===== config.mk =====
export PLATFORM = sky130hd
export DESIGN_NAME = access_ctrl_flat
export DESIGN_NICKNAME = d
export VERILOG_FILES = /design/src/cmem_ctrl_pkg.sv /design/src/cmem_geom_pkg.sv /design/src/cache_if.sv /design/src/dram_if.sv /design/src/access_ctrl.sv /design/src/flat_wrapper.sv
export SDC_FILE = /design/constraint.sdc
export NUM_CORES = 1
export LEC_CHECK = 0
export BUFFER_PORTS_ARGS = -buffer_cell sky130_fd_sc_hd__buf_4
export CAP_MARGIN = 10
export CORE_AREA = 2 2 296 298
export CTS_BUF_LIST = sky130_fd_sc_hd__clkbuf_8
export CTS_CLUSTER_SIZE = 20
export DETAILED_ROUTE_END_ITERATION = 12
export DIE_AREA = 0 0 298 300
export PLACE_DENSITY = 0.39
export SLEW_MARGIN = 20
export SYNTH_ARGS = -nofsm -noshare
export SYNTH_HDL_FRONTEND = slang
export SYNTH_SLANG_ARGS = --single-unit
export TNS_END_PERCENT = 100

===== constraint.sdc =====
create_clock -name i_clk -period 4.15 [get_ports i_clk]
set_clock_uncertainty 0.05 [all_clocks]
set_input_delay 0.6225 -clock i_clk [delete_from_list [all_inputs] [get_ports i_clk]]
set_output_delay 0.6225 -clock i_clk [all_outputs]
set_load 0.01 [all_outputs]

===== src/cmem_ctrl_pkg.sv =====
package cmem_ctrl_pkg;

  typedef enum logic [2:0] {
    ST_CALIB,
    ST_IDLE,
    ST_LOOKUP,
    ST_WRITE_ISSUE,
    ST_READ_ISSUE,
    ST_READ_WAIT,
    ST_COMPLETE_READ
  } ctrl_state_e;

  typedef enum logic [1:0] {
    OP_NONE,
    OP_READ,
    OP_WRITE
  } dram_op_e;

endpackage


===== src/cmem_geom_pkg.sv =====
package cmem_geom_pkg;

  localparam int ADDR_W         = 32;
  localparam int WORD_W         = 32;
  localparam int BYTES_W        = 4;  // byte enables per word
  localparam int LINE_W         = 128;
  localparam int WORDS_PER_LINE = 4;
  localparam int LINE_MASK_W    = 16; // set bit keeps the byte
  localparam int OFFSET_W       = 4;

  // defaults for the top level parameters
  localparam int INDEX_W      = 6;
  localparam int MEM_LINES_W  = 10;
  localparam int READ_LATENCY = 15;
  localparam int CALIB_CYCLES = 40;

  typedef logic [WORD_W-1:0]      word_t;
  typedef logic [LINE_W-1:0]      line_t;
  typedef logic [LINE_MASK_W-1:0] line_mask_t;
  typedef logic [ADDR_W-1:0]      addr_t;

endpackage


===== src/cache_if.sv =====
`timescale 1ns/10ps

interface cache_if;

  // lookup and word write share the address
  logic                                lookup;
  cmem_geom_pkg::addr_t                lookup_addr;
  logic                                wr_en;
  logic [cmem_geom_pkg::BYTES_W-1:0]   wr_be;
  cmem_geom_pkg::word_t                wr_word;

  // line install after a miss
  logic                                inst_en;
  cmem_geom_pkg::addr_t                inst_addr;
  cmem_geom_pkg::line_t                inst_line;

  logic                                hit;    // registered
  cmem_geom_pkg::line_t                rline;  // registered

  modport ctrl (
    output lookup, lookup_addr, wr_en, wr_be, wr_word,
    output inst_en, inst_addr, inst_line,
    input  hit, rline
  );

  modport store (
    input  lookup, lookup_addr, wr_en, wr_be, wr_word,
    input  inst_en, inst_addr, inst_line,
    output hit, rline
  );

endinterface


===== src/dram_if.sv =====
`timescale 1ns/10ps

interface dram_if #(
  parameter int MEM_LINES_W = cmem_geom_pkg::MEM_LINES_W
);

  cmem_ctrl_pkg::dram_op_e   op;
  logic [MEM_LINES_W-1:0]    laddr;  // line address
  cmem_geom_pkg::line_t      line;
  cmem_geom_pkg::line_mask_t mask;

  logic                      ready;  // calibration done
  logic                      busy;
  cmem_geom_pkg::line_t      rline;
  logic                      rvalid;

  // a command is taken when op != OP_NONE and busy is low
  modport ctrl (
    output op, laddr, line, mask,
    input  ready, busy, rline, rvalid
  );

  modport mem (
    input  op, laddr, line, mask,
    output ready, busy, rline, rvalid
  );

endinterface


===== src/access_ctrl.sv =====
`timescale 1ns/10ps

module access_ctrl #(
  parameter int MEM_LINES_W = cmem_geom_pkg::MEM_LINES_W
) (
  input  logic                              i_clk,
  input  logic                              i_rst,
  input  logic                              i_ren,
  input  logic [cmem_geom_pkg::BYTES_W-1:0] i_wen,
  input  cmem_geom_pkg::addr_t              i_addr,
  input  cmem_geom_pkg::word_t              i_wdata,
  output cmem_geom_pkg::word_t              o_rdata,
  output logic                              o_stall,
  cache_if.ctrl                             cif,
  dram_if.ctrl                              dif
);

  localparam int SEL_W = $clog2(cmem_geom_pkg::WORDS_PER_LINE);

  cmem_ctrl_pkg::ctrl_state_e        state_q;
  cmem_ctrl_pkg::ctrl_state_e        state_d;

  cmem_geom_pkg::addr_t              req_addr;
  logic [cmem_geom_pkg::BYTES_W-1:0] req_be;
  cmem_geom_pkg::word_t              req_wdata;
  cmem_geom_pkg::line_t              saved_line;  // dram read result

  logic                              accept;
  logic [SEL_W-1:0]                  sel;
  cmem_geom_pkg::line_t              src_line;

  assign sel    = req_addr[cmem_geom_pkg::OFFSET_W-1 -: SEL_W];
  assign accept = !o_stall && (i_ren || (i_wen != '0));

  always_comb begin
    case (state_q)
      cmem_ctrl_pkg::ST_IDLE,
      cmem_ctrl_pkg::ST_COMPLETE_READ: o_stall = 1'b0;
      cmem_ctrl_pkg::ST_LOOKUP:        o_stall = !cif.hit;  // miss holds the cpu
      default:                         o_stall = 1'b1;
    endcase
  end

  always_comb begin
    state_d = state_q;
    case (state_q)
      cmem_ctrl_pkg::ST_CALIB: begin
        if (dif.ready) state_d = cmem_ctrl_pkg::ST_IDLE;
      end
      cmem_ctrl_pkg::ST_WRITE_ISSUE: begin
        if (!dif.busy) state_d = cmem_ctrl_pkg::ST_IDLE;
      end
      cmem_ctrl_pkg::ST_READ_ISSUE: begin
        if (!dif.busy) state_d = cmem_ctrl_pkg::ST_READ_WAIT;
      end
      cmem_ctrl_pkg::ST_READ_WAIT: begin
        if (dif.rvalid) state_d = cmem_ctrl_pkg::ST_COMPLETE_READ;
      end
      default: begin  // idle, lookup, complete
        if (o_stall) begin
          state_d = cmem_ctrl_pkg::ST_READ_ISSUE;
        end else if (accept) begin
          state_d = i_ren ? cmem_ctrl_pkg::ST_LOOKUP : cmem_ctrl_pkg::ST_WRITE_ISSUE;
        end else begin
          state_d = cmem_ctrl_pkg::ST_IDLE;
        end
      end
    endcase
  end

  always_ff @(posedge i_clk) begin
    if (i_rst) begin
      state_q <= cmem_ctrl_pkg::ST_CALIB;
    end else begin
      state_q <= state_d;
    end
  end

  always_ff @(posedge i_clk) begin
    if (accept) begin
      req_addr  <= i_addr;
      req_be    <= i_wen;
      req_wdata <= i_wdata;
    end
    if (state_q == cmem_ctrl_pkg::ST_READ_WAIT && dif.rvalid) begin
      saved_line <= dif.rline;
    end
  end

  // lookup and word write are strobed at the accepting edge
  assign cif.lookup      = accept && i_ren;
  assign cif.lookup_addr = i_addr;
  assign cif.wr_en       = accept && !i_ren;
  assign cif.wr_be       = i_wen;
  assign cif.wr_word     = i_wdata;

  assign cif.inst_en   = (state_q == cmem_ctrl_pkg::ST_COMPLETE_READ);
  assign cif.inst_addr = req_addr;
  assign cif.inst_line = saved_line;

  always_comb begin
    case (state_q)
      cmem_ctrl_pkg::ST_WRITE_ISSUE: dif.op = cmem_ctrl_pkg::OP_WRITE;
      cmem_ctrl_pkg::ST_READ_ISSUE:  dif.op = cmem_ctrl_pkg::OP_READ;
      default:                       dif.op = cmem_ctrl_pkg::OP_NONE;
    endcase
  end

  assign dif.laddr = req_addr[cmem_geom_pkg::OFFSET_W +: MEM_LINES_W];

  // word placed at its slot, all other bytes kept
  always_comb begin
    dif.line = '0;
    dif.mask = '1;
    dif.line[sel*cmem_geom_pkg::WORD_W +: cmem_geom_pkg::WORD_W]   = req_wdata;
    dif.mask[sel*cmem_geom_pkg::BYTES_W +: cmem_geom_pkg::BYTES_W] = ~req_be;
  end

  assign src_line = (state_q == cmem_ctrl_pkg::ST_COMPLETE_READ) ? saved_line : cif.rline;
  assign o_rdata  = src_line[sel*cmem_geom_pkg::WORD_W +: cmem_geom_pkg::WORD_W];

endmodule


===== src/flat_wrapper.sv =====
// flat-port wrapper written by rule: the top's interface ports become plain ports
module access_ctrl_flat 
#(
  parameter int MEM_LINES_W = cmem_geom_pkg::MEM_LINES_W
)
  (i_clk, i_rst, i_ren, i_wen, i_addr, i_wdata, o_rdata, o_stall, cif_lookup, cif_lookup_addr, cif_wr_en, cif_wr_be, cif_wr_word, cif_inst_en, cif_inst_addr, cif_inst_line, cif_hit, cif_rline, dif_op, dif_laddr, dif_line, dif_mask, dif_ready, dif_busy, dif_rline, dif_rvalid);
  cache_if cif_i ();
  dram_if #(.MEM_LINES_W(MEM_LINES_W)) dif_i ();
  input  logic i_clk;
  input  logic i_rst;
  input  logic i_ren;
  input  logic [cmem_geom_pkg::BYTES_W-1:0] i_wen;
  input  cmem_geom_pkg::addr_t i_addr;
  input  cmem_geom_pkg::word_t i_wdata;
  output cmem_geom_pkg::word_t o_rdata;
  output logic o_stall;
  output wire logic [$bits(cif_i.lookup)-1:0] cif_lookup;
  output wire logic [$bits(cif_i.lookup_addr)-1:0] cif_lookup_addr;
  output wire logic [$bits(cif_i.wr_en)-1:0] cif_wr_en;
  output wire logic [$bits(cif_i.wr_be)-1:0] cif_wr_be;
  output wire logic [$bits(cif_i.wr_word)-1:0] cif_wr_word;
  output wire logic [$bits(cif_i.inst_en)-1:0] cif_inst_en;
  output wire logic [$bits(cif_i.inst_addr)-1:0] cif_inst_addr;
  output wire logic [$bits(cif_i.inst_line)-1:0] cif_inst_line;
  input wire logic [$bits(cif_i.hit)-1:0] cif_hit;
  input wire logic [$bits(cif_i.rline)-1:0] cif_rline;
  output wire logic [$bits(dif_i.op)-1:0] dif_op;
  output wire logic [$bits(dif_i.laddr)-1:0] dif_laddr;
  output wire logic [$bits(dif_i.line)-1:0] dif_line;
  output wire logic [$bits(dif_i.mask)-1:0] dif_mask;
  input wire logic [$bits(dif_i.ready)-1:0] dif_ready;
  input wire logic [$bits(dif_i.busy)-1:0] dif_busy;
  input wire logic [$bits(dif_i.rline)-1:0] dif_rline;
  input wire logic [$bits(dif_i.rvalid)-1:0] dif_rvalid;
  assign cif_lookup = cif_i.lookup;
  assign cif_lookup_addr = cif_i.lookup_addr;
  assign cif_wr_en = cif_i.wr_en;
  assign cif_wr_be = cif_i.wr_be;
  assign cif_wr_word = cif_i.wr_word;
  assign cif_inst_en = cif_i.inst_en;
  assign cif_inst_addr = cif_i.inst_addr;
  assign cif_inst_line = cif_i.inst_line;
  assign cif_i.hit = cif_hit;
  assign cif_i.rline = cif_rline;
  assign dif_op = dif_i.op;
  assign dif_laddr = dif_i.laddr;
  assign dif_line = dif_i.line;
  assign dif_mask = dif_i.mask;
  assign dif_i.ready = dif_ready;
  assign dif_i.busy = dif_busy;
  assign dif_i.rline = dif_rline;
  assign dif_i.rvalid = dif_rvalid;
  access_ctrl #(.MEM_LINES_W(MEM_LINES_W)) u_core (.i_clk(i_clk), .i_rst(i_rst), .i_ren(i_ren), .i_wen(i_wen), .i_addr(i_addr), .i_wdata(i_wdata), .o_rdata(o_rdata), .o_stall(o_stall), .cif(cif_i), .dif(dif_i));
endmodule

==> run_results.csv, run 1 <==
group,metric,value,unit
floorplanning,core_area,86200,um^2
routing,via_per_inst,3.49,
setup_path,path_common_cell,"buf_4",
power_and_ir_drop,p_leak,6.99,nW
setup_path,r2r_setup_slack,1.61,ns
final_layout,design_area,16600,um^2
global_route,grt_pass1_wl,72300,um
timing,drv_slew,0,
timing,setup_tns,0,ns
cts,ctsResizeCount,0,
synth,syn_avg_cell_area,13.4,um^2
floorplanning,ios,751,
power_and_ir_drop,peakVddDrop,250,uV
cts,cts-buffers-inserted,17,
job,maxCapViolCount,0,
setup_path,reg2regPathDepth,5,
setup_path,worstPathRequired,3.48,ns
routing,dr.first_iter.drc_count,411,
setup_path,r2r-start,"u_core.state_q[1]$_SDFFE_PP0P_",
setup_path,crit_fanout,17,
timing,finalHoldViolations,0,
final_layout,area_growth,71.6,%
cts,htree_levels,4,
global_route,grt_max_degree,66,
final_layout,nets,1721,
cts,cts.sinks,199,
cts,clk_latency,0.59,ns
routing,ant_nets,0,
cts,cts_buffer_depth,2,
timing,max_slew_margin,42.3,%
setup_path,crit_chain,"nand3b_4 > inv_4 > nor2_4 > buf_4 > a221oi_1 > a21oi_1 > buf_4",
synth,seq_area_frac_synth,61.4,%
timing,holdWs,0.123,ns
setup_path,crit_start,"u_core.state_q[0]$_SDFFE_PP0P_",
routing,first_pass_iters,4,
power_and_ir_drop,finalPower,0.00653,W
floorplanning,initial_core_util,11.2,%
setup_path,crit_type,"reg2out",
synth,netlist_area,9690,um^2
setup_path,cpMaxStageDelayCell,"nor2_4",
placement,placed_area,16200,um^2
cts,post-cts-setup-buffer-count,0,
routing,drc_errors,0,
floorplanning,die_y,300,um
outcome,status,"complete, no violations",
floorplanning,die-area,89400,um^2
synth,synthDistinctLibCells,32,
cts,clk_pin_slew,0.13,ns
setup_path,arrival,3.18,ns
final_layout,fin_cells,2556,
placement,place_hpwl,42700,um
min_path,holdCritStartpoint,"dif_rline[51]",
cts,cts_root_buffer,"clkbuf_8",
routing,wire_per_inst,21.0,um
placement,gp_congestion,0.826,
final_layout,final_layout_size_suffix_gt1_share,60.4,%
timing,worstMarginPinSlew,0.866,ns
routing,via_count,8916,
power_and_ir_drop,powerDensity,393,nW/um^2
setup_path,crit_path_end_kind,"output pin",
floorplanning,rows,108,
synth,synth_nets,1059,
cts,hold_buffers,0,
timing,max_freq,260,MHz
setup_path,r2r_end,"u_core.req_wdata[11]$_DFFE_PN_",
placement,dp_cells,2521,
timing,fin_crit_sh,92.7,%
floorplanning,die_x,298,um
timing,rsz0062_at_grt,"false",
synth,synth-seq-cells,199,
timing,fin_crit,3.85,ns
global_route,grt.overflow.total,0,
timing,setup-violations-final,0,
min_path,hp-class,"in2reg",
setup_path,critical_path.max_stage_delay,0.66,ns
global_route,grt_util_all_layers,11.6,%
synth,yosysWarnings,0,
global_route,grt_pass1_vias,9361,
global_route,antenna_found_initial,7,
cts,tritoncts,"built",
routing,routed_wl,53700,um
setup_path,crit_end,"o_rdata[21]",
synth,syn_inst,723,
setup_path,critPathLaunchType,"flop",
final_layout,fillers,9478,
placement,io_buffers,750,
[critical path, delay by kind of cell, from the launching register on]
| kind | cells | cell delay [ns] |
|---|---|---|
| flip-flops | 1 | 0.59 |
| AO/OA/AOI/OAI | 2 | 0.41 |
| AND/OR/NAND/NOR | 2 | 0.89 |
| buffers and inverters | 3 | 0.65 |
[final cells by class]
| type | count | area [um^2] | share of cell area, % |
|---|---|---|---|
| clock buffer | 17 | 234 | 1.41 |
| timing repair buffer | 770 | 5820 | 35.0 |
| clock inverter | 15 | 213 | 1.28 |
| tap | 1155 | 1450 | 8.69 |
| multi-input combinational | 390 | 2930 | 17.6 |
| inverter | 7 | 30.0 | 0.181 |
| sequential | 199 | 5950 | 35.8 |
| antenna | 3 | 7.51 | 0.0452 |
[worst min-delay path by stage]
stage / end / slack, ns / depth (start not counted)
after floorplan: u_core.state_q[1]$_SDFFE_PP0P_ / 0.55 / 3
after global placement: u_core.state_q[1]$_SDFFE_PP0P_ / 0.57 / 2
after detailed placement: u_core.state_q[1]$_SDFFE_PP0P_ / 0.60 / 2
after CTS: u_core.cif.inst_line[72]$_DFFE_PP_ / 0.02 / 1
after global routing: u_core.cif.inst_line[124]$_DFFE_PP_ / 0.04 / 1
final: u_core.cif.inst_line[51]$_DFFE_PP_ / 0.12 / 1
[cell usage in the layout (no fill, tap or decap), types with 5 or more instances in the layout]
cell type | synthesis | final
a21oi_1 | 32 | 32
a221oi_1 | 33 | 33
a31oi_1 | 32 | 32
and2_1 | 127 | 127
and3_1 | 35 | 32
buf_4 | 80 | 767
clkbuf_8 | 0 | 17
edfxtp_1 | 196 | 196
ha_1 | 5 | 5
inv_6 | 0 | 5
mux4_2 | 33 | 33
nand2_1 | 13 | 13
nor2_1 | 45 | 44
o21ai_0 | 17 | 17
[where the power goes]
part           total (W)  switching, W  internal, W
Combinational    0.00230       0.00128      0.00102
Sequential       0.00270      0.000195      0.00250
Clock            0.00153      0.000908     0.000620
Total            0.00653       0.00238      0.00414
[state kept, by name (all words and copies together), names as in the netlist]
name and count:
u_core.cif.inst_addr 32, u_core.state_q 3, u_core.req_be 4, u_core.req_wdata 32
u_core.cif.inst_line 128
[kinds of logic after synthesis]
group / Yosys count / share of synthesized area, %
simple gates: 234 / 13.8
fa+ha+maj: 5 / 0.646
buf+inv: 134 / 8.61
mux: 33 / 7.67
flops: 199 / 61.4
compound gates: 117 / 7.84
xor+xnor: 1 / 0.0904
[cells in the mapped netlist]
cell type    n  area, um^2
edfxtp_1   196        5890
and2_1     127         795
buf_4       80         601
nor2_1      45         169
clkbuf_1    37         139
and3_1      35         219
a221oi_1    33         289
mux4_2      33         743
a21oi_1     32         160
a31oi_1     32         200
o21ai_0     17        85.1
nand2_1     13        48.8
buf_2        7        35.0
inv_1        6        22.5
ha_1         5        62.6
buf_6        3        33.8
dfxtp_1      3        60.1
nor3_1       3        15.0
nand2b_1     2        12.5
nor2b_1      2        12.5
a221o_1      1        10.0
a311oi_1     1        8.76
and4_1       1        8.76
inv_2        1        3.75
nand3b_4     1        20.0
nand4_1      1        6.26
nor3b_1      1        7.51
nor4_1       1        6.26
o22ai_1      1        6.26
or2_2        1        6.26
or4_1        1        7.51
xor2_1       1        8.76
[metal layers]
| layer | GRT usage (%) | wire length (um) | up-vias |
|---|---|---|---|
| li1 | - | - | 3955 |
| met1 | 12.3 | 20000 | 4389 |
| met2 | 20.7 | 27800 | 506 |
| met3 | 4.52 | 4560 | 56 |
| met4 | 3.96 | 1280 | 10 |
| met5 | 0 | 60 | - |
[metrics by stage]
step,utilization (%),setup slack (ns)
after floorplan,-,1.14
after global placement,18.7,0.867
after detailed placement,18.7,0.854
after CTS,19.3,0.0992
after global routing,19.3,0.0428
final,19.3,0.301
(Power assumes the default switching activity.)
==> run 2, diff against run 1 <==
==> constraint.sdc (replaced) <==
create_clock -name i_clk -period 4.15 [get_ports i_clk]
set_clock_uncertainty 0.05 [all_clocks]
set_input_delay 0.2075 -clock i_clk [delete_from_list [all_inputs] [get_ports i_clk]]
set_output_delay 0.2075 -clock i_clk [all_outputs]
set_load 0.01 [all_outputs]
==> run 2 against run 1 <==
Routed wire length increased by 2.1%. Critical path depth decreased by 1. Non-clock buffer count up 198. Sequential share of layout area decreased by 3.8 points. Final cell count grew 7.9%. Maximum frequency rose by 6.0%. Combinational power increased by 8%. Sequential power about the same. Largest cell class is now non-clock buffers. Flip-flop and latch count unchanged. Die area did not move. Worst hold slack improved by 0.12 ns.
==> run_results.csv, run 2 (synthesis results as in run 1) <==
group,metric,value,unit
outcome,status,"complete, no violations",
placement,io_buffers,750,
global_route,grt.overflow.total,0,
power_and_ir_drop,p_leak,7.81,nW
setup_path,crit_type,"reg2out",
cts,cts_root_buffer,"clkbuf_8",
routing,ant_nets,0,
final_layout,largest_register_ff_count,128,
timing,fin_crit_sh,87.5,%
placement,gp_congestion,0.796,
setup_path,crit_end,"o_rdata[30]",
setup_path,reg2regPathDepth,3,
floorplanning,die_y,300,um
timing,worstMarginPinSlew,0.901,ns
routing,via_per_inst,3.51,
setup_path,crit_path_end_kind,"output pin",
setup_path,arrival,3.37,ns
timing,max_slew_margin,40.0,%
timing,finalHoldViolations,0,
global_route,antenna_found_initial,7,
routing,drc_errors,0,
final_layout,final_cell_mix,"buf_4 (763), dlygate4sd3_1 (202), edfxtp_1 (196), and2_1 (127), nor2_1 (44)",
timing,fin_crit,3.63,ns
cts,clk_pin_slew,0.14,ns
final_layout,area_growth,92.1,%
timing,setup_tns,0,ns
job,maxCapViolCount,0,
cts,cts.sinks,199,
final_layout,final_layout_size_suffix_gt1_share,52.8,%
setup_path,r2r_end,"u_core.cif.inst_line[98]$_DFFE_PP_",
cts,tritoncts,"built",
final_layout,nets,1919,
routing,via_count,9671,
floorplanning,ios,751,
floorplanning,die-area,89400,um^2
power_and_ir_drop,powerDensity,357,nW/um^2
final_layout,layout_commonest_cell,"buf_4",
routing,routed_wl,54800,um
timing,drv_slew,0,
setup_path,crit_fanout,31,
cts,cts_buffer_depth,2,
min_path,hp-class,"in2reg",
final_layout,fillers,9344,
routing,wire_per_inst,19.9,um
routing,dr.first_iter.drc_count,453,
power_and_ir_drop,peakVddDrop,238,uV
floorplanning,initial_core_util,11.2,%
global_route,grt_pass1_wl,75600,um
cts,cts-buffers-inserted,17,
timing,max_freq,275,MHz
setup_path,worstPathRequired,3.89,ns
global_route,grt_max_degree,69,
timing,rsz0062_at_grt,"false",
setup_path,r2r-start,"u_core.state_q[2]$_SDFFE_PP0P_",
setup_path,r2r_setup_slack,1.65,ns
floorplanning,rows,108,
setup_path,critPathLaunchType,"flop",
timing,holdWs,0.245,ns
floorplanning,core_area,86200,um^2
routing,first_pass_iters,4,
global_route,grt_pass1_vias,10500,
timing,setup-violations-final,0,
cts,post-cts-setup-buffer-count,0,
placement,place_hpwl,42000,um
floorplanning,die_x,298,um
cts,clk_latency,0.60,ns
global_route,grt_util_all_layers,11.9,%
setup_path,crit_start,"u_core.state_q[0]$_SDFFE_PP0P_",
cts,htree_levels,4,
==> run 2: worst min path at each step <==
stage,start,to,slack (ns),cells after the start
after floorplan,i_rst,u_core.state_q[1]$_SDFFE_PP0P_,0.23,1
after detailed placement,dif_rline[102],u_core.cif.inst_line[102]$_DFFE_PP_,0.34,1
after global routing,dif_rline[22],u_core.cif.inst_line[22]$_DFFE_PP_,0.17,2
final,dif_rline[22],u_core.cif.inst_line[22]$_DFFE_PP_,0.25,2
after global placement,dif_rline[45],u_core.cif.inst_line[45]$_DFFE_PP_,0.34,1
after CTS,dif_rline[64],u_core.cif.inst_line[64]$_DFFE_PP_,0.13,2
==> run 2: stage by stage <==
step / instance area, um^2 / cells / setup slack (ns) / utilization, % / power, W
2_1_floorplan: 9690 / 723 / 1.14 / - / 0.00370
6_report: 18600 / 2758 / 0.518 / 21.6 / 0.00664
3_3_place_gp: 16100 / 2517 / 1.10 / 18.7 / 0.00512
3_5_place_dp: 16100 / 2517 / 1.14 / 18.7 / 0.00512
5_1_grt: 18600 / 2754 / 0.386 / 21.6 / 0.00702
4_1_cts: 18600 / 2751 / 0.377 / 21.6 / 0.00685
==> run 2: where the power goes <==
group	internal (W)	total, W	switching [W]
registers	0.00250	0.00270	0.000194
logic	0.00115	0.00248	0.00132
clock network	0.000523	0.00147	0.000948
==> run 2: final cells by class <==
| type | count | area, um^2 | share of cell area (%) |
|---|---|---|---|
| repair buffers | 968 | 7810 | 42.0 |
| flip-flops and latches | 199 | 5950 | 31.9 |
| multi-input cells | 390 | 2930 | 15.7 |
| well taps | 1155 | 1450 | 7.77 |
| clock buffers | 17 | 234 | 1.26 |
| clock inverters | 15 | 199 | 1.07 |
| inverters | 7 | 30.0 | 0.161 |
| diodes | 7 | 17.5 | 0.0941 |
==> run 2: timing repair <==
item / CTS / global route
setup endpoints to repair: 0 / 0
resized for setup: 0 / 0
hold buffers: 202 / 0
hold endpoints to repair: 199 / 0
==> run 2: worst max-delay path, cell delays in order, from the launching register on <==
cell      delay [ns]
dfxtp_1         0.60
nand2b_1        0.30
nor3b_2         0.08
buf_4           0.30
a221oi_1        0.87
a21oi_1         0.31
buf_4           0.23
==> run 2: metal layers <==
metal / vias to the layer above / wire length, um / track usage (%)
li1: 4356 / - / -
met1: 4762 / 20400 / 12.6
met2: 496 / 29100 / 22.0
met3: 53 / 4180 / 4.09
met4: 4 / 1150 / 3.82
met5: - / 26 / 0
